`config.mk`:
```
export PLATFORM = sky130hd
export DESIGN_NAME = audio_controller
export DESIGN_NICKNAME = d
export VERILOG_FILES = /design/src/rtl/audio_pkg.sv /design/src/rtl/audio_channel.sv /design/src/rtl/audio_controller.sv /design/src/rtl/audio_mixer.sv /design/src/rtl/audio_regs.sv /design/src/rtl/dma_arbiter.sv
export SDC_FILE = /design/constraint.sdc
export NUM_CORES = 1
export LEC_CHECK = 0
export BUFFER_PORTS_ARGS = -buffer_cell sky130_fd_sc_hd__buf_4
export CORE_MARGIN = 3
export CORE_UTILIZATION = 35
export DETAILED_ROUTE_END_ITERATION = 10
export HOLD_SLACK_MARGIN = 0.12
export PLACE_DENSITY_LB_ADDON = 0.12
export RECOVER_POWER = 25
export SYNTH_ARGS = -nofsm -noshare
export SYNTH_HDL_FRONTEND = slang
export SYNTH_SLANG_ARGS = --single-unit
export TNS_END_PERCENT = 5
```
`constraint.sdc`:
```
create_clock -name i_clock -period 6.95 [get_ports i_clock]
set_input_delay 1.39 -clock i_clock [delete_from_list [all_inputs] [get_ports i_clock]]
set_output_delay 1.39 -clock i_clock [all_outputs]
set_load 0.03 [all_outputs]
```
`src/rtl/audio_pkg.sv`:
```
package audio_pkg;

	localparam int NUM_CHANNELS = 2;
	localparam int FRAME_CREDITS = 2;
	localparam int CREDIT_WIDTH = $clog2(FRAME_CREDITS + 1);
	localparam int FIFO_PTR_WIDTH = $clog2(FRAME_CREDITS);

	// Headroom for the sum of all channels before clamping
	localparam int MIX_WIDTH = 16 + $clog2(NUM_CHANNELS);

	// 100 MHz / (256 * 22050)
	localparam logic [31:0] DEFAULT_RATE_DIV = 32'd17;

	// CPU register map
	localparam logic [3:0] REG_RATE = 4'd0;
	localparam logic [3:0] REG_STATUS = 4'd1;
	localparam logic [3:0] REG_CH0_ADDR = 4'd2;
	localparam logic [3:0] REG_CH0_COUNT = 4'd3;
	localparam logic [3:0] REG_CH1_ADDR = 4'd4;
	localparam logic [3:0] REG_CH1_COUNT = 4'd5;

	typedef struct packed {
		logic signed [15:0] left;
		logic signed [15:0] right;
	} sample_frame_t;

	// One fetched word, either a stereo frame or two mono samples
	// Mono sample 0 sits in the low half and plays first
	typedef union packed {
		sample_frame_t stereo;
		logic [1:0][15:0] mono;
	} dma_word_u;

	typedef struct packed {
		logic [31:0] address;
		logic [30:0] count;
		logic mono;
	} channel_setup_t;

	typedef struct packed {
		logic request;
		logic [31:0] address;
	} dma_req_t;

endpackage

```
`src/rtl/audio_channel.sv`:
```
`timescale 1ns/1ps

module audio_channel (
	input logic i_clock,
	input logic i_reset,

	input audio_pkg::channel_setup_t i_setup,
	input logic i_start,
	output logic o_busy,

	// DMA request towards the arbiter
	output audio_pkg::dma_req_t o_dma,
	input logic i_grant,
	input audio_pkg::dma_word_u i_dma_rdata,

	// Frames towards the mixer
	output audio_pkg::sample_frame_t o_frame,
	output logic o_frame_valid,
	input logic i_credit
);

	import audio_pkg::*;

	logic busy;
	logic req;
	logic word_full;
	logic second_half;
	logic mono;
	logic start;
	logic send;
	logic last_frame;
	logic [31:0] next_addr;
	logic [30:0] remaining;
	logic [CREDIT_WIDTH-1:0] credits;
	logic [15:0] mono_sample;
	dma_word_u word;

	assign start = i_start && !busy;

	// A frame goes out whenever one is held and the mixer has room for it
	assign send = word_full && credits != '0;
	assign last_frame = !mono || second_half;

	always_comb begin
		mono_sample = word.mono[second_half];
		if (mono) begin
			o_frame.left = mono_sample;
			o_frame.right = mono_sample;
		end else begin
			o_frame = word.stereo;
		end
		o_frame_valid = send;
		o_dma.request = req;
		o_dma.address = next_addr;
		o_busy = busy;
	end

	always_ff @(posedge i_clock) begin
		if (i_reset) begin
			busy <= 1'b0;
			req <= 1'b0;
			word_full <= 1'b0;
			second_half <= 1'b0;
			remaining <= '0;
			credits <= CREDIT_WIDTH'(FRAME_CREDITS);
		end else begin
			credits <= credits + CREDIT_WIDTH'(i_credit) - CREDIT_WIDTH'(send);

			if (start) begin
				busy <= 1'b1;
				remaining <= i_setup.count;
			end else if (busy && remaining == '0 && !word_full && !req) begin
				busy <= 1'b0;
			end

			// Fetch the next word only once the holder has drained
			if (i_grant) begin
				req <= 1'b0;
				word_full <= 1'b1;
				remaining <= remaining - 31'd1;
			end else if (busy && remaining != '0 && !word_full && !req) begin
				req <= 1'b1;
			end

			if (send) begin
				second_half <= mono && !second_half;
				if (last_frame) begin
					word_full <= 1'b0;
				end
			end
		end
	end

	always_ff @(posedge i_clock) begin
		if (start) begin
			next_addr <= i_setup.address;
			mono <= i_setup.mono;
		end else if (i_grant) begin
			// Byte address, one 32-bit word per fetch
			next_addr <= next_addr + 32'd4;
		end
		if (i_grant) begin
			word <= i_dma_rdata;
		end
	end

endmodule

```
`src/rtl/audio_controller.sv`:
```
`timescale 1ns/1ps

module audio_controller (
	input logic i_clock,
	input logic i_reset,

	// CPU register window
	input logic i_request,
	input logic i_rw,
	input logic [3:0] i_address,
	input logic [31:0] i_wdata,
	output logic [31:0] o_rdata,
	output logic o_ready,

	// DMA bus master
	output logic o_dma_request,
	output logic [31:0] o_dma_address,
	input logic i_dma_ready,
	input logic [31:0] i_dma_rdata,

	// Audio output
	input logic i_sample_tick,
	output logic [31:0] o_sample_rate,
	output logic signed [15:0] o_left,
	output logic signed [15:0] o_right
);

	import audio_pkg::*;

	channel_setup_t [NUM_CHANNELS-1:0] setup;
	dma_req_t [NUM_CHANNELS-1:0] dma_req;
	sample_frame_t [NUM_CHANNELS-1:0] frame;
	logic [NUM_CHANNELS-1:0] start;
	logic [NUM_CHANNELS-1:0] busy;
	logic [NUM_CHANNELS-1:0] grant;
	logic [NUM_CHANNELS-1:0] frame_valid;
	logic [NUM_CHANNELS-1:0] credit;

	audio_regs u_regs (
		.i_clock(i_clock),
		.i_reset(i_reset),
		.i_request(i_request),
		.i_rw(i_rw),
		.i_address(i_address),
		.i_wdata(i_wdata),
		.o_rdata(o_rdata),
		.o_ready(o_ready),
		.i_busy(busy),
		.o_setup(setup),
		.o_start(start),
		.o_sample_rate(o_sample_rate)
	);

	// Both channels see the same bus data and pick it up on their own grant
	for (genvar ch = 0; ch < NUM_CHANNELS; ch++) begin : g_channel
		audio_channel u_channel (
			.i_clock(i_clock),
			.i_reset(i_reset),
			.i_setup(setup[ch]),
			.i_start(start[ch]),
			.o_busy(busy[ch]),
			.o_dma(dma_req[ch]),
			.i_grant(grant[ch]),
			.i_dma_rdata(i_dma_rdata),
			.o_frame(frame[ch]),
			.o_frame_valid(frame_valid[ch]),
			.i_credit(credit[ch])
		);
	end

	dma_arbiter u_arbiter (
		.i_clock(i_clock),
		.i_reset(i_reset),
		.i_req(dma_req),
		.o_grant(grant),
		.o_dma_request(o_dma_request),
		.o_dma_address(o_dma_address),
		.i_dma_ready(i_dma_ready)
	);

	audio_mixer u_mixer (
		.i_clock(i_clock),
		.i_reset(i_reset),
		.i_frame(frame),
		.i_frame_valid(frame_valid),
		.o_credit(credit),
		.i_sample_tick(i_sample_tick),
		.o_left(o_left),
		.o_right(o_right)
	);

endmodule

```
`src/rtl/audio_mixer.sv`:
```
`timescale 1ns/1ps

module audio_mixer (
	input logic i_clock,
	input logic i_reset,

	input audio_pkg::sample_frame_t [audio_pkg::NUM_CHANNELS-1:0] i_frame,
	input logic [audio_pkg::NUM_CHANNELS-1:0] i_frame_valid,
	output logic [audio_pkg::NUM_CHANNELS-1:0] o_credit,

	input logic i_sample_tick,
	output logic signed [15:0] o_left,
	output logic signed [15:0] o_right
);

	import audio_pkg::*;

	sample_frame_t head [NUM_CHANNELS];
	logic [NUM_CHANNELS-1:0] pop;
	logic signed [MIX_WIDTH-1:0] sum_left;
	logic signed [MIX_WIDTH-1:0] sum_right;

	function automatic logic signed [15:0] saturate(input logic signed [MIX_WIDTH-1:0] value);
		if (value > 32767) begin
			return 16'sh7fff;
		end else if (value < -32768) begin
			return 16'sh8000;
		end
		return value[15:0];
	endfunction

	for (genvar ch = 0; ch < NUM_CHANNELS; ch++) begin : g_fifo
		sample_frame_t mem [FRAME_CREDITS];
		logic [FIFO_PTR_WIDTH-1:0] wr_ptr;
		logic [FIFO_PTR_WIDTH-1:0] rd_ptr;
		logic [CREDIT_WIDTH-1:0] count;

		// The channel's credits keep this FIFO from overflowing
		assign pop[ch] = i_sample_tick && count != '0;
		assign head[ch] = mem[rd_ptr];

		always_ff @(posedge i_clock) begin
			if (i_reset) begin
				wr_ptr <= '0;
				rd_ptr <= '0;
				count <= '0;
				o_credit[ch] <= 1'b0;
			end else begin
				o_credit[ch] <= pop[ch];
				count <= count + CREDIT_WIDTH'(i_frame_valid[ch]) - CREDIT_WIDTH'(pop[ch]);
				if (i_frame_valid[ch]) begin
					wr_ptr <= (wr_ptr == FIFO_PTR_WIDTH'(FRAME_CREDITS - 1)) ? '0 : wr_ptr + 1'b1;
				end
				if (pop[ch]) begin
					rd_ptr <= (rd_ptr == FIFO_PTR_WIDTH'(FRAME_CREDITS - 1)) ? '0 : rd_ptr + 1'b1;
				end
			end
		end

		always_ff @(posedge i_clock) begin
			if (i_frame_valid[ch]) begin
				mem[wr_ptr] <= i_frame[ch];
			end
		end
	end

	// Empty channels add nothing
	always_comb begin
		sum_left = '0;
		sum_right = '0;
		for (int ch = 0; ch < NUM_CHANNELS; ch++) begin
			if (pop[ch]) begin
				sum_left = sum_left + head[ch].left;
				sum_right = sum_right + head[ch].right;
			end
		end
	end

	always_ff @(posedge i_clock) begin
		if (i_reset) begin
			o_left <= '0;
			o_right <= '0;
		end else if (i_sample_tick) begin
			o_left <= saturate(sum_left);
			o_right <= saturate(sum_right);
		end
	end

endmodule

```
`src/rtl/audio_regs.sv`:
```
`timescale 1ns/1ps

module audio_regs (
	input logic i_clock,
	input logic i_reset,

	// CPU register window
	input logic i_request,
	input logic i_rw,
	input logic [3:0] i_address,
	input logic [31:0] i_wdata,
	output logic [31:0] o_rdata,
	output logic o_ready,

	input logic [audio_pkg::NUM_CHANNELS-1:0] i_busy,
	output audio_pkg::channel_setup_t [audio_pkg::NUM_CHANNELS-1:0] o_setup,
	output logic [audio_pkg::NUM_CHANNELS-1:0] o_start,
	output logic [31:0] o_sample_rate
);

	import audio_pkg::*;

	logic access;
	logic write_en;
	logic [31:0] read_data;

	// A new access is accepted only once the previous one has been released
	assign access = i_request && !o_ready;
	assign write_en = access && i_rw;

	always_comb begin
		case (i_address)
			REG_RATE: read_data = o_sample_rate;
			REG_STATUS: read_data = 32'(i_busy);
			REG_CH0_ADDR: read_data = o_setup[0].address;
			REG_CH0_COUNT: read_data = {o_setup[0].mono, o_setup[0].count};
			REG_CH1_ADDR: read_data = o_setup[1].address;
			REG_CH1_COUNT: read_data = {o_setup[1].mono, o_setup[1].count};
			default: read_data = '0;
		endcase
	end

	always_ff @(posedge i_clock) begin
		if (i_reset) begin
			o_ready <= 1'b0;
			o_start <= '0;
			o_sample_rate <= DEFAULT_RATE_DIV;
		end else begin
			o_start[0] <= write_en && i_address == REG_CH0_COUNT;
			o_start[1] <= write_en && i_address == REG_CH1_COUNT;
			if (access) begin
				o_ready <= 1'b1;
			end else if (!i_request) begin
				o_ready <= 1'b0;
			end
			if (write_en && i_address == REG_RATE) begin
				o_sample_rate <= i_wdata;
			end
		end
	end

	// Read data is captured with the handshake and held while ready is up
	always_ff @(posedge i_clock) begin
		if (access && !i_rw) begin
			o_rdata <= read_data;
		end
	end

	always_ff @(posedge i_clock) begin
		if (write_en) begin
			case (i_address)
				REG_CH0_ADDR: o_setup[0].address <= i_wdata;
				REG_CH0_COUNT: begin
					o_setup[0].mono <= i_wdata[31];
					o_setup[0].count <= i_wdata[30:0];
				end
				REG_CH1_ADDR: o_setup[1].address <= i_wdata;
				REG_CH1_COUNT: begin
					o_setup[1].mono <= i_wdata[31];
					o_setup[1].count <= i_wdata[30:0];
				end
				default: ;
			endcase
		end
	end

endmodule

```
`src/rtl/dma_arbiter.sv`:
```
`timescale 1ns/1ps

module dma_arbiter (
	input logic i_clock,
	input logic i_reset,

	input audio_pkg::dma_req_t [audio_pkg::NUM_CHANNELS-1:0] i_req,
	output logic [audio_pkg::NUM_CHANNELS-1:0] o_grant,

	// Shared DMA bus master
	output logic o_dma_request,
	output logic [31:0] o_dma_address,
	input logic i_dma_ready
);

	import audio_pkg::*;

	logic owner;
	logic pick;

	always_comb begin
		// The channel that did not own the last transfer goes first
		pick = owner;
		if (i_req[!owner].request) begin
			pick = !owner;
		end
		for (int ch = 0; ch < NUM_CHANNELS; ch++) begin
			o_grant[ch] = o_dma_request && i_dma_ready && owner == ch;
		end
	end

	always_ff @(posedge i_clock) begin
		if (i_reset) begin
			o_dma_request <= 1'b0;
			// Channel 0 wins the first contest
			owner <= 1'b1;
		end else if (o_dma_request) begin
			if (i_dma_ready) begin
				o_dma_request <= 1'b0;
			end
		end else if (i_req[pick].request) begin
			o_dma_request <= 1'b1;
			owner <= pick;
		end
	end

	// Address is frozen while the bus is held
	always_ff @(posedge i_clock) begin
		if (!o_dma_request) begin
			o_dma_address <= i_req[pick].address;
		end
	end

endmodule

```
==> results of run 1 <==
## registers in the layout, indices dropped and copies added, names as in the netlist, 4 cells and up, named ones only
register / count
u_mixer.o_right: 16
g_channel.u_channel.credits: 4
g_channel.u_channel.word: 64
u_mixer.g_fifo.count: 4
u_regs.o_setup: 128
g_channel.u_channel.remaining: 62
u_regs.o_sample_rate: 32
g_channel.u_channel.next_addr: 64
u_regs.o_rdata: 32
u_arbiter.o_dma_address: 32
u_mixer.o_left: 16
u_mixer.g_fifo.mem: 128
## path summary, 6_finish.rpt
check | cells after the start | from | endpoint | slack [ns]
setup / recovery | 13 | i_sample_tick | u_mixer.o_right[4]$_SDFFE_PP0P_ | 1.53
hold reg to reg | 2 | g_channel[1].u_channel.remaining[27]$_SDFFE_PP0P_ | g_channel[1].u_channel.remaining[27]$_SDFFE_PP0P_ | 0.46
hold / removal | 2 | g_channel[1].u_channel.remaining[27]$_SDFFE_PP0P_ | g_channel[1].u_channel.remaining[27]$_SDFFE_PP0P_ | 0.46
setup reg to reg | 11 | flip-flop | u_mixer.o_right[4]$_SDFFE_PP0P_ | 1.71
## worst register-to-register path: stages (launching register included)
cell and delay [ns]:
dfxtp_1 1.00, buf_4 0.39, buf_4 0.29, mux2_2 0.37, ha_1 0.43, a21oi_1 0.33, o21ai_0 0.20, or3_1 0.34
a31oi_1 0.30, nor4_1 0.11, a221oi_2 0.82, a2111oi_0 0.28
## logic make-up after synthesis
family                   count (synthesis)  synth area share
multiplexers                           162            0.0660
buffers and inverters                  160            0.0231
XOR/XNOR                                83            0.0269
AO/OA/AOI/OAI                          493             0.122
adder cells (fa/ha/maj)                 46            0.0218
flip-flops                             605             0.615
AND/OR/NAND/NOR                        735             0.126
## metal layers
layer,part of all wire,track usage,up-vias
met3,0.070,0.0421,125
met2,0.44,0.308,641
met5,0.00052,0,-
met1,0.46,0.291,9552
met4,0.025,0.0606,6
li1,-,-,9008
## synth_stat cells (7+ instances only)
master	number	share of area
and3_1	21	0.0049
a222oi_1	35	0.013
a31oi_1	25	0.0058
a22oi_1	38	0.011
edfxtp_1	450	0.50
nand4_1	16	0.0037
o211ai_1	17	0.0047
a311oi_1	9	0.0029
ha_1	44	0.020
nand3b_1	7	0.0019
or2_2	9	0.0021
nor2b_1	13	0.0030
a21o_1	20	0.0056
dfxtp_1	155	0.11
and2_1	13	0.0030
xnor2_1	37	0.012
inv_1	40	0.0056
o22ai_1	8	0.0019
mux2i_1	32	0.012
nor2_1	183	0.025
nand3_1	59	0.011
nor4_1	22	0.0051
nand2_1	279	0.039
a21oi_1	129	0.024
clkbuf_1	96	0.013
buf_2	8	0.0015
xor2_1	46	0.015
a2111oi_0	13	0.0042
mux2_2	130	0.054
or3_1	9	0.0021
nor3_1	57	0.011
o21bai_1	9	0.0025
a211oi_1	30	0.0083
buf_1	13	0.0018
o311ai_0	7	0.0023
nand2b_1	17	0.0039
a221oi_1	10	0.0032
o21ai_0	99	0.018
## layout make-up
| class | instances | area share |
|---|---|---|
| inverter | 40 | 0.00471 |
| timing repair buffer | 243 | 0.0499 |
| clock buffer | 93 | 0.0624 |
| clock inverter | 39 | 0.0119 |
| sequential | 605 | 0.521 |
| multi-input combinational | 1519 | 0.309 |
| tap | 1030 | 0.0404 |
## metrics by stage
stage | hold WS, ns | power, mW | area (sq um) | instances
5_1_grt | 0.480 | 9.22 | 31900 | 3569
4_1_cts | 0.464 | 9.00 | 32100 | 3568
2_1_floorplan | 0.425 | 4.78 | 27000 | 2284
3_5_place_dp | 0.450 | 5.21 | 29700 | 3436
3_3_place_gp | 0.449 | 5.20 | 29700 | 3436
6_report | 0.462 | 8.88 | 31900 | 3569
## where the power goes
part	switching, mW	leakage (nW)	total (mW)	internal, mW
Sequential	0.0713	5.35	4.00	3.93
Clock	1.57	1.17	3.76	2.20
Combinational	0.730	4.50	1.12	0.388
==> impl_metrics.csv, run 1 <==
group,metric,value,unit
timing,fin_crit,5.42,ns
floorplanning,die_x,284,um
drt,vias,19332,
cells_and_area,area_growth,18.0,%
floorplanning,ioPinCount,204,
hold_path,holdCritPathClass,"reg -> reg",
timing,hold_violations,0,
drt,drcViolationCount,0,
run,cap_violations,4,
setup_path,crit_fanout,38,
cts,worstSkewPairLatency,0.63,ns
cells_and_area,utilization,0.418,
setup_path,required,7.19,ns
synthesis,syn-cell-area,0.0270,sq mm
drt,detail_route.vias_per_cell,5.42,
timing,slew_viol_final,160,
setup_path,crit_top_cell,"buf_4",
setup_path,cp_top_family,"compound AO/OA/AOI/OAI gates",
setup_path,crit_path_top_delay_cell,"a221oi_2",
place,dp_hpwl,57.7,mm
timing,relSlewSlack,-1.89,
timing,clock-skew-final,0.0415,ns
power_and_ir_drop,p_leak,11.0,nW
timing,rsz0062_at_grt,"no",
cells_and_area,final_common_cell,"edfxtp_1",
status,violations,"capacitance limit, slew limit",
drt,drt-pass1-iter-count,6,
grt,grt.total_usage,0.203,
cells_and_area,antennaDiodeCount,0,
place,dp_slack,1.12,ns
cts,cts_resized,0,
setup_path,end_kind,"flip-flop",
timing,finalSetupTns,0,ns
status,outcome,"finished with violations",
synthesis,synthesis.nets,2404,
synthesis,synth_ff_type,"edfxtp_1",
setup_path,cp_cell_sequence,"buf_4 -> o21ai_4 -> buf_4 -> nor2_1 -> fa_1 -> a21o_1 -> a221o_1 -> o311ai_2 -> nand3_1 -> a41oi_1 -> nor4_1 -> a221oi_2 -> a2111oi_0",
place,port_buffers,203,
grt,grt_max_degree,81,
cts,cts_buffers,71,
cells_and_area,regArea,0.0166,sq mm
synthesis,ys_ff_latch,605,
drt,drt_iter0_markers,1749,
floorplanning,die_h,284,um
power_and_ir_drop,p_per_area,279,mW/mm^2
setup_path,max_stage_delay,0.82,ns
synthesis,syn_avg_cell_area,11.8,sq um
cells_and_area,nets,2600,
drt,antenna_left,0,
synthesis,yosysSeqAreaShare,0.615,
cells_and_area,n_fill_cell,7252,
timing,setup_slack,1.53,ns
grt,grt_pass1_wl,124,mm
timing,tightest_slew,4.33,ns
synthesis,async_flop_share,0,
floorplanning,die-area,0.0806,sq mm
cts,cts-hold-fix-buffers,0,
synthesis,syn-instance-count,2284,
place,place_congestion,0.863,
cts,cts_tree,"built",
timing,clock.fmax,184,MHz
cells_and_area,drive_above_1_share,0.177,
cells_and_area,mostFrequentLayoutCells,"edfxtp_1 (450), nand2_1 (278), nor2_1 (175)",
floorplanning,coreArea,0.0762,sq mm
cts,clk_pin_slew,0.06,ns
setup_path,worst_ep_arrival_time,5.66,ns
cts,cts.sinks,605,
cts,cts_buffer_depth,3,
synthesis,synth.distinct_cells,77,
cts,h-tree-depth,3,
timing,timing.final.crit_share,0.780,
floorplanning,start_util,0.355,
synthesis,synth_edf_count,450,
drt,wl,83.3,mm
synthesis,yosysWarnings,0,
cts,post_cts_buffers,0,
grt,first_global_vias,19143,
timing,setup_viol,0,
cts,clock-root-buffer,"clkbuf_16",
setup_path,cp_num_buf_inv,2,
cells_and_area,multi_input_area,0.00987,sq mm
floorplanning,row_count,101,
drt,wl_per_cell,23.4,um
setup_path,start_kind,"input pin",
grt,grt_antenna_before_repair,4,
setup_path,critPathKind,"in -> reg",
grt,grt_overflow,0,
power_and_ir_drop,irDropWorstVdd,193,uV
Note: power is estimated with default switching activity, not from simulation.
==> inputs of run 2 (changes only) <==
==> constraint.sdc (replaced) <==
create_clock -name i_clock -period 4.9 [get_ports i_clock]
set_input_delay 0.98 -clock i_clock [delete_from_list [all_inputs] [get_ports i_clock]]
set_output_delay 0.98 -clock i_clock [all_outputs]
set_load 0.03 [all_outputs]
==> impl_metrics.csv, run 2 (synthesis gave the netlist of run 1 again) <==
group,metric,value,unit
setup_path,worst-r2r-setup-slack,0.46,ns
setup_path,required,5.32,ns
place,port_buffers,203,
floorplanning,coreArea,0.0762,sq mm
status,outcome,"finished with violations",
setup_path,max_stage_delay,0.66,ns
cells_and_area,nets,2613,
power_and_ir_drop,power,12.5,mW
grt,use_met1,0.293,
power_and_ir_drop,p_leak,11.1,nW
cells_and_area,antennaDiodeCount,0,
drt,detail_route.vias_per_cell,5.34,
cts,cts-hold-fix-buffers,0,
setup_path,cp_cell_sequence,"buf_4 -> buf_4 -> mux2i_1 -> nor2_1 -> ha_1 -> a21o_1 -> a311oi_1 -> a211oi_1 -> o311ai_0 -> nor4_1 -> a221oi_4 -> a2111oi_0",
timing,setup_slack,0.458,ns
cells_and_area,layoutNonFillerInstCount,3581,
cells_and_area,n_fill_cell,7241,
setup_path,cp_num_buf_inv,2,
grt,first_global_vias,19332,
setup_path,r2r_cells,12,
grt,gr-max-usage-layer,"met2",
place,place_area,0.0299,sq mm
floorplanning,start_util,0.355,
timing,fin_crit,4.44,ns
run,cap_violations,3,
setup_path,crit_fanout,16,
setup_path,end_kind,"flip-flop",
cts,cts.sinks,605,
drt,drt-pass1-iter-count,6,
cts,clk_pin_slew,0.06,ns
drt,drcViolationCount,0,
setup_path,critPathCapture,"u_mixer.o_right[5]$_SDFFE_PP0P_",
cells_and_area,utilization,0.420,
cts,cts_resized,0,
setup_path,r2r-end,"u_mixer.o_right[5]$_SDFFE_PP0P_",
grt,grt_overflow,0,
cells_and_area,multi_input_area,0.00987,sq mm
floorplanning,die_x,284,um
setup_path,start_kind,"flip-flop",
status,violations,"capacitance limit, slew limit",
place,place_inst,3451,
setup_path,cp_top_family,"compound AO/OA/AOI/OAI gates",
grt,grt_pass1_wl,123,mm
setup_path,critPathKind,"reg -> reg",
setup_path,worst_ep_arrival_time,4.87,ns
cts,post_cts_buffers,0,
timing,relSlewSlack,-0.761,
timing,clock-skew-final,0.0220,ns
cells_and_area,mostFrequentLayoutCells,"edfxtp_1 (450), nand2_1 (278), buf_4 (185)",
drt,vias,19118,
hold_path,holdCritPathClass,"reg -> reg",
cts,cts_tree,"built",
cts,clock-root-buffer,"clkbuf_16",
timing,tightest_slew,2.64,ns
timing,rsz0062_at_grt,"no",
place,dp_hpwl,57.9,mm
timing,timing.final.crit_share,0.906,
timing,setup_viol,0,
grt,met2_usage,0.309,
timing,hold_violations,0,
cells_and_area,top_regs,"u_mixer.g_fifo.mem (128), u_regs.o_setup (128)",
timing,clock.fmax,225,MHz
floorplanning,die_h,284,um
grt,grt.total_usage,0.201,
cells_and_area,area_growth,18.4,%
grt,grt_max_degree,91,
cells_and_area,drive_above_1_share,0.188,
floorplanning,die-area,0.0806,sq mm
setup_path,cp_num_cells,12,
setup_path,crit_path_top_delay_cell,"dfxtp_2",
place,dp_slack,-0.215,ns
place,place_congestion,0.846,
cells_and_area,regArea,0.0166,sq mm
cts,cts_buffers,70,
drt,antenna_left,0,
cts,h-tree-depth,3,
cells_and_area,postLayoutCellArea,0.0320,sq mm
drt,wl,82.5,mm
power_and_ir_drop,irDropWorstVdd,308,uV
drt,drt_iter0_markers,1605,
cts,cts_buffer_depth,3,
hold_path,hold_start,"g_channel[1].u_channel.remaining[27]$_SDFFE_PP0P_",
timing,timing.hold.ws,0.459,ns
timing,slew_viol_final,87,
drt,wl_per_cell,23.0,um
cells_and_area,final_common_cell,"edfxtp_1",
setup_path,crit_top_cell,"buf_4",
cts,worstSkewPairLatency,0.60,ns
floorplanning,row_count,101,
grt,use_met3,0.0377,
power_and_ir_drop,p_per_area,392,mW/mm^2
grt,grt_antenna_before_repair,2,
floorplanning,ioPinCount,204,
timing,finalSetupTns,0,ns
## run 2: changes by cell type in the layout (fill, tap and decap cells not counted), moves of 3 or more
cell / change
clkinv_2: -4
clkbuf_8: -3
clkbuf_4: +4
mux2_2: +17
buf_12: +3
mux2_1: -17
buf_4: +12
inv_6: +4
## run 2: power breakdown
part	internal [mW]	total (mW)	leakage, nW	switching [mW]
Sequential	5.57	5.67	5.35	0.0921
Combinational	0.582	1.63	4.59	1.05
Clock	3.10	5.24	1.13	2.14
Total	9.26	12.5	11.1	3.28
## run 2: tightest hold or removal path: cells and delay by family, from the launching register on
kind | cells | cell delay (ns)
AO/OA/AOI/OAI | 1 | 0.05
AND/OR/NAND/NOR | 1 | 0.06
flip-flops | 1 | 0.30
## run 2: how the worst min path moves through the flow
| stage | slack (ns) | cells after the start | end |
|---|---|---|---|
| 6_report | 0.46 | 2 | g_channel[1].u_channel.remaining[27]$_SDFFE_PP0P_ |
| 3_3_place_gp | 0.45 | 0 | g_channel[0].u_channel.mono$_DFFE_PP_ |
| 5_1_grt | 0.48 | 2 | g_channel[1].u_channel.remaining[27]$_SDFFE_PP0P_ |
| 4_1_cts | 0.47 | 2 | g_channel[1].u_channel.remaining[27]$_SDFFE_PP0P_ |
| 3_5_place_dp | 0.46 | 2 | g_channel[1].u_channel.remaining[27]$_SDFFE_PP0P_ |
| 2_1_floorplan | 0.43 | 0 | g_channel[1].u_channel.mono$_DFFE_PP_ |
## run 2: per-layer routing
layer  routed length (um)  share of wire
met1                39800           0.48
met2                36700           0.44
met3                 4520          0.055
met4                 1460          0.018
met5                   16        0.00019
## run 2: cell type report
class	instances	share of cell area
sequential	605	0.519
multi-input combinational	1519	0.309
tap	1030	0.0403
clock inverter	36	0.0123
timing repair buffer	257	0.0548
inverter	40	0.00469
clock buffer	94	0.0601
==> inputs of run 3 (changes only) <==
--- a/config.mk
+++ b/config.mk
@@ -5,10 +5,10 @@
 export SDC_FILE = /design/constraint.sdc
 export NUM_CORES = 1
 export LEC_CHECK = 0
-export BUFFER_PORTS_ARGS = -buffer_cell sky130_fd_sc_hd__buf_4
 export CORE_MARGIN = 3
 export CORE_UTILIZATION = 35
 export DETAILED_ROUTE_END_ITERATION = 10
+export DONT_BUFFER_PORTS = 1
 export HOLD_SLACK_MARGIN = 0.12
 export PLACE_DENSITY_LB_ADDON = 0.12
 export RECOVER_POWER = 25
==> impl_metrics.csv, run 3 (synthesis gave the netlist of run 1 again) <==
group,metric,value,unit
floorplanning,die_h,284,um
hold_path,holdCritPathClass,"reg -> reg",
grt,grt_max_degree,158,
run,cap_violations,5,
setup_path,cp_num_buf_inv,0,
status,outcome,"finished with violations",
timing,clock.fmax,225,MHz
place,place_area,0.0283,sq mm
timing,finalSetupTns,0,ns
setup_path,cp_cell_sequence,"mux2_2 -> ha_1 -> fa_1 -> a21o_1 -> a221o_1 -> o311ai_2 -> a21o_1 -> a41oi_1 -> nor4_1 -> a221oi_4 -> a2111oi_0",
floorplanning,coreArea,0.0762,sq mm
power_and_ir_drop,p_per_area,403,mW/mm^2
cells_and_area,final_common_cell,"edfxtp_1",
cts,clock-root-buffer,"clkbuf_16",
drt,wl_per_cell,24.2,um
setup_path,cp_top_family,"compound AO/OA/AOI/OAI gates",
setup_path,start_kind,"flip-flop",
setup_path,max_stage_delay,0.67,ns
setup_path,critPathKind,"reg -> reg",
cts,cts_buffer_depth,3,
setup_path,crit_path_top_delay_cell,"dfxtp_1",
cells_and_area,n_fill_cell,7305,
cts,clk_pin_slew,0.06,ns
timing,hold_violations,0,
cts,cts-hold-fix-buffers,0,
cells_and_area,drive_above_1_share,0.128,
timing,setup_viol,0,
cells_and_area,antennaDiodeCount,0,
cts,h-tree-depth,3,
setup_path,worst_ep_arrival_time,4.89,ns
timing,relSlewSlack,-0.598,
place,dp_hpwl,57.7,mm
timing,timing.hold.ws,0.450,ns
timing,slew_viol_final,138,
floorplanning,die_x,284,um
cts,cts_buffers,69,
setup_path,critPathCapture,"u_mixer.o_right[9]$_SDFFE_PP0P_",
floorplanning,die-area,0.0806,sq mm
cells_and_area,top_regs,"u_mixer.g_fifo.mem (128), u_regs.o_setup (128)",
status,violations,"capacitance limit, slew limit",
cts,worstSkewPairLatency,0.61,ns
setup_path,crit_top_cell,"a21o_1",
timing,tightest_slew,2.40,ns
drt,drcViolationCount,0,
drt,wl,81.3,mm
timing,clock-skew-final,0.0401,ns
floorplanning,start_util,0.355,
grt,grt.total_usage,0.198,
setup_path,end_kind,"flip-flop",
cts,post_cts_buffers,0,
grt,grt_antenna_before_repair,2,
grt,grt_overflow,0,
grt,first_global_vias,18146,
drt,drt_iter0_markers,1402,
setup_path,required,5.35,ns
place,place_congestion,0.864,
cells_and_area,nets,2399,
place,port_buffers,0,
setup_path,r2r-end,"u_mixer.o_right[9]$_SDFFE_PP0P_",
setup_path,crit_fanout,15,
floorplanning,ioPinCount,204,
setup_path,r2r_cells,11,
timing,timing.final.crit_share,0.906,
timing,rsz0062_at_grt,"no",
timing,fin_crit,4.44,ns
floorplanning,row_count,101,
drt,antenna_left,0,
cells_and_area,mostFrequentLayoutCells,"edfxtp_1 (450), nand2_1 (279), nor2_1 (175)",
cts,cts_resized,0,
power_and_ir_drop,p_leak,10.2,nW
drt,vias,18383,
setup_path,cp_num_cells,11,
grt,grt_pass1_wl,121,mm
drt,drt-pass1-iter-count,8,
drt,detail_route.vias_per_cell,5.46,
setup_path,worst-r2r-setup-slack,0.46,ns
cells_and_area,postLayoutCellArea,0.0306,sq mm
cts,cts.sinks,605,
cts,cts_tree,"built",
power_and_ir_drop,irDropWorstVdd,218,uV
cells_and_area,area_growth,13.1,%
==> run 3: changes by cell type in the layout (fill, tap and decap cells not counted), sizes merged <==
cell | previous run | this run
clkinvlp | 2 | 1
buf | 188 | 39
bufinv | 6 | 5
clkinv | 20 | 22
clkbuf | 163 | 103
inv | 48 | 42
==> run 3: final cells by class <==
class / instances / area, sq um / area share
flip-flops and latches: 605 / 16600 / 0.544
clock buffers: 98 / 1960 / 0.0641
repair buffers: 44 / 337 / 0.0110
well taps: 1030 / 1290 / 0.0422
clock inverters: 30 / 337 / 0.0110
inverters: 40 / 150 / 0.00491
multi-input cells: 1519 / 9870 / 0.323
==> run 3: worst min-delay path by stage <==
stage | from | endpoint | slack, ns | cells past startpoint
global route | i_wdata[1] | u_regs.o_setup[66]$_DFFE_PP_ | 0.42 | 0
detailed placement | u_regs.o_setup[64]$_DFFE_PP_ | g_channel[1].u_channel.mono$_DFFE_PP_ | 0.44 | 0
global placement | u_regs.o_setup[64]$_DFFE_PP_ | g_channel[1].u_channel.mono$_DFFE_PP_ | 0.43 | 0
floorplan | u_regs.o_setup[64]$_DFFE_PP_ | g_channel[1].u_channel.mono$_DFFE_PP_ | 0.43 | 0
CTS | i_wdata[1] | u_regs.o_setup[66]$_DFFE_PP_ | 0.41 | 0
finish | u_regs.o_setup[0]$_DFFE_PP_ | g_channel[0].u_channel.mono$_DFFE_PP_ | 0.45 | 0
==> run 3: worst register-to-register path, stage by stage (launching register included) <==
cell and delay [ns]:
dfxtp_1 0.67, mux2_2 0.41, ha_1 0.22, fa_1 0.42
a21o_1 0.19, a221o_1 0.41, o311ai_2 0.36, a21o_1 0.20
a41oi_1 0.16, nor4_1 0.57, a221oi_4 0.24, a2111oi_0 0.44
==> run 3: through the flow <==
stage               utilization  std cells  setup slack, ns  total power, mW
detailed placement        0.371       3238            0.130             7.21
finish                    0.401       3366            0.461             12.3
global route              0.401       3366            0.167             12.8
floorplan                     -       2284           0.0298             6.78
CTS                       0.401       3366            0.340             12.5
global placement          0.371       3238            0.204             7.20
==> run 3: per-layer routing <==
| metal | vias to the layer above | GRT usage | wire, um |
|---|---|---|---|
| li1 | 8605 | - | - |
| met1 | 9151 | 0.290 | 39200 |
| met2 | 537 | 0.304 | 36100 |
| met3 | 88 | 0.0391 | 4750 |
| met4 | 2 | 0.0425 | 1250 |
| met5 | - | 0 | 10 |
==> run 3: report_power, final <==
part / internal, mW / switching, mW / total (mW)
logic: 0.470 / 0.827 / 1.30
registers: 5.58 / 0.231 / 5.81
clock network: 3.08 / 2.12 / 5.20
total: 9.12 / 3.18 / 12.3
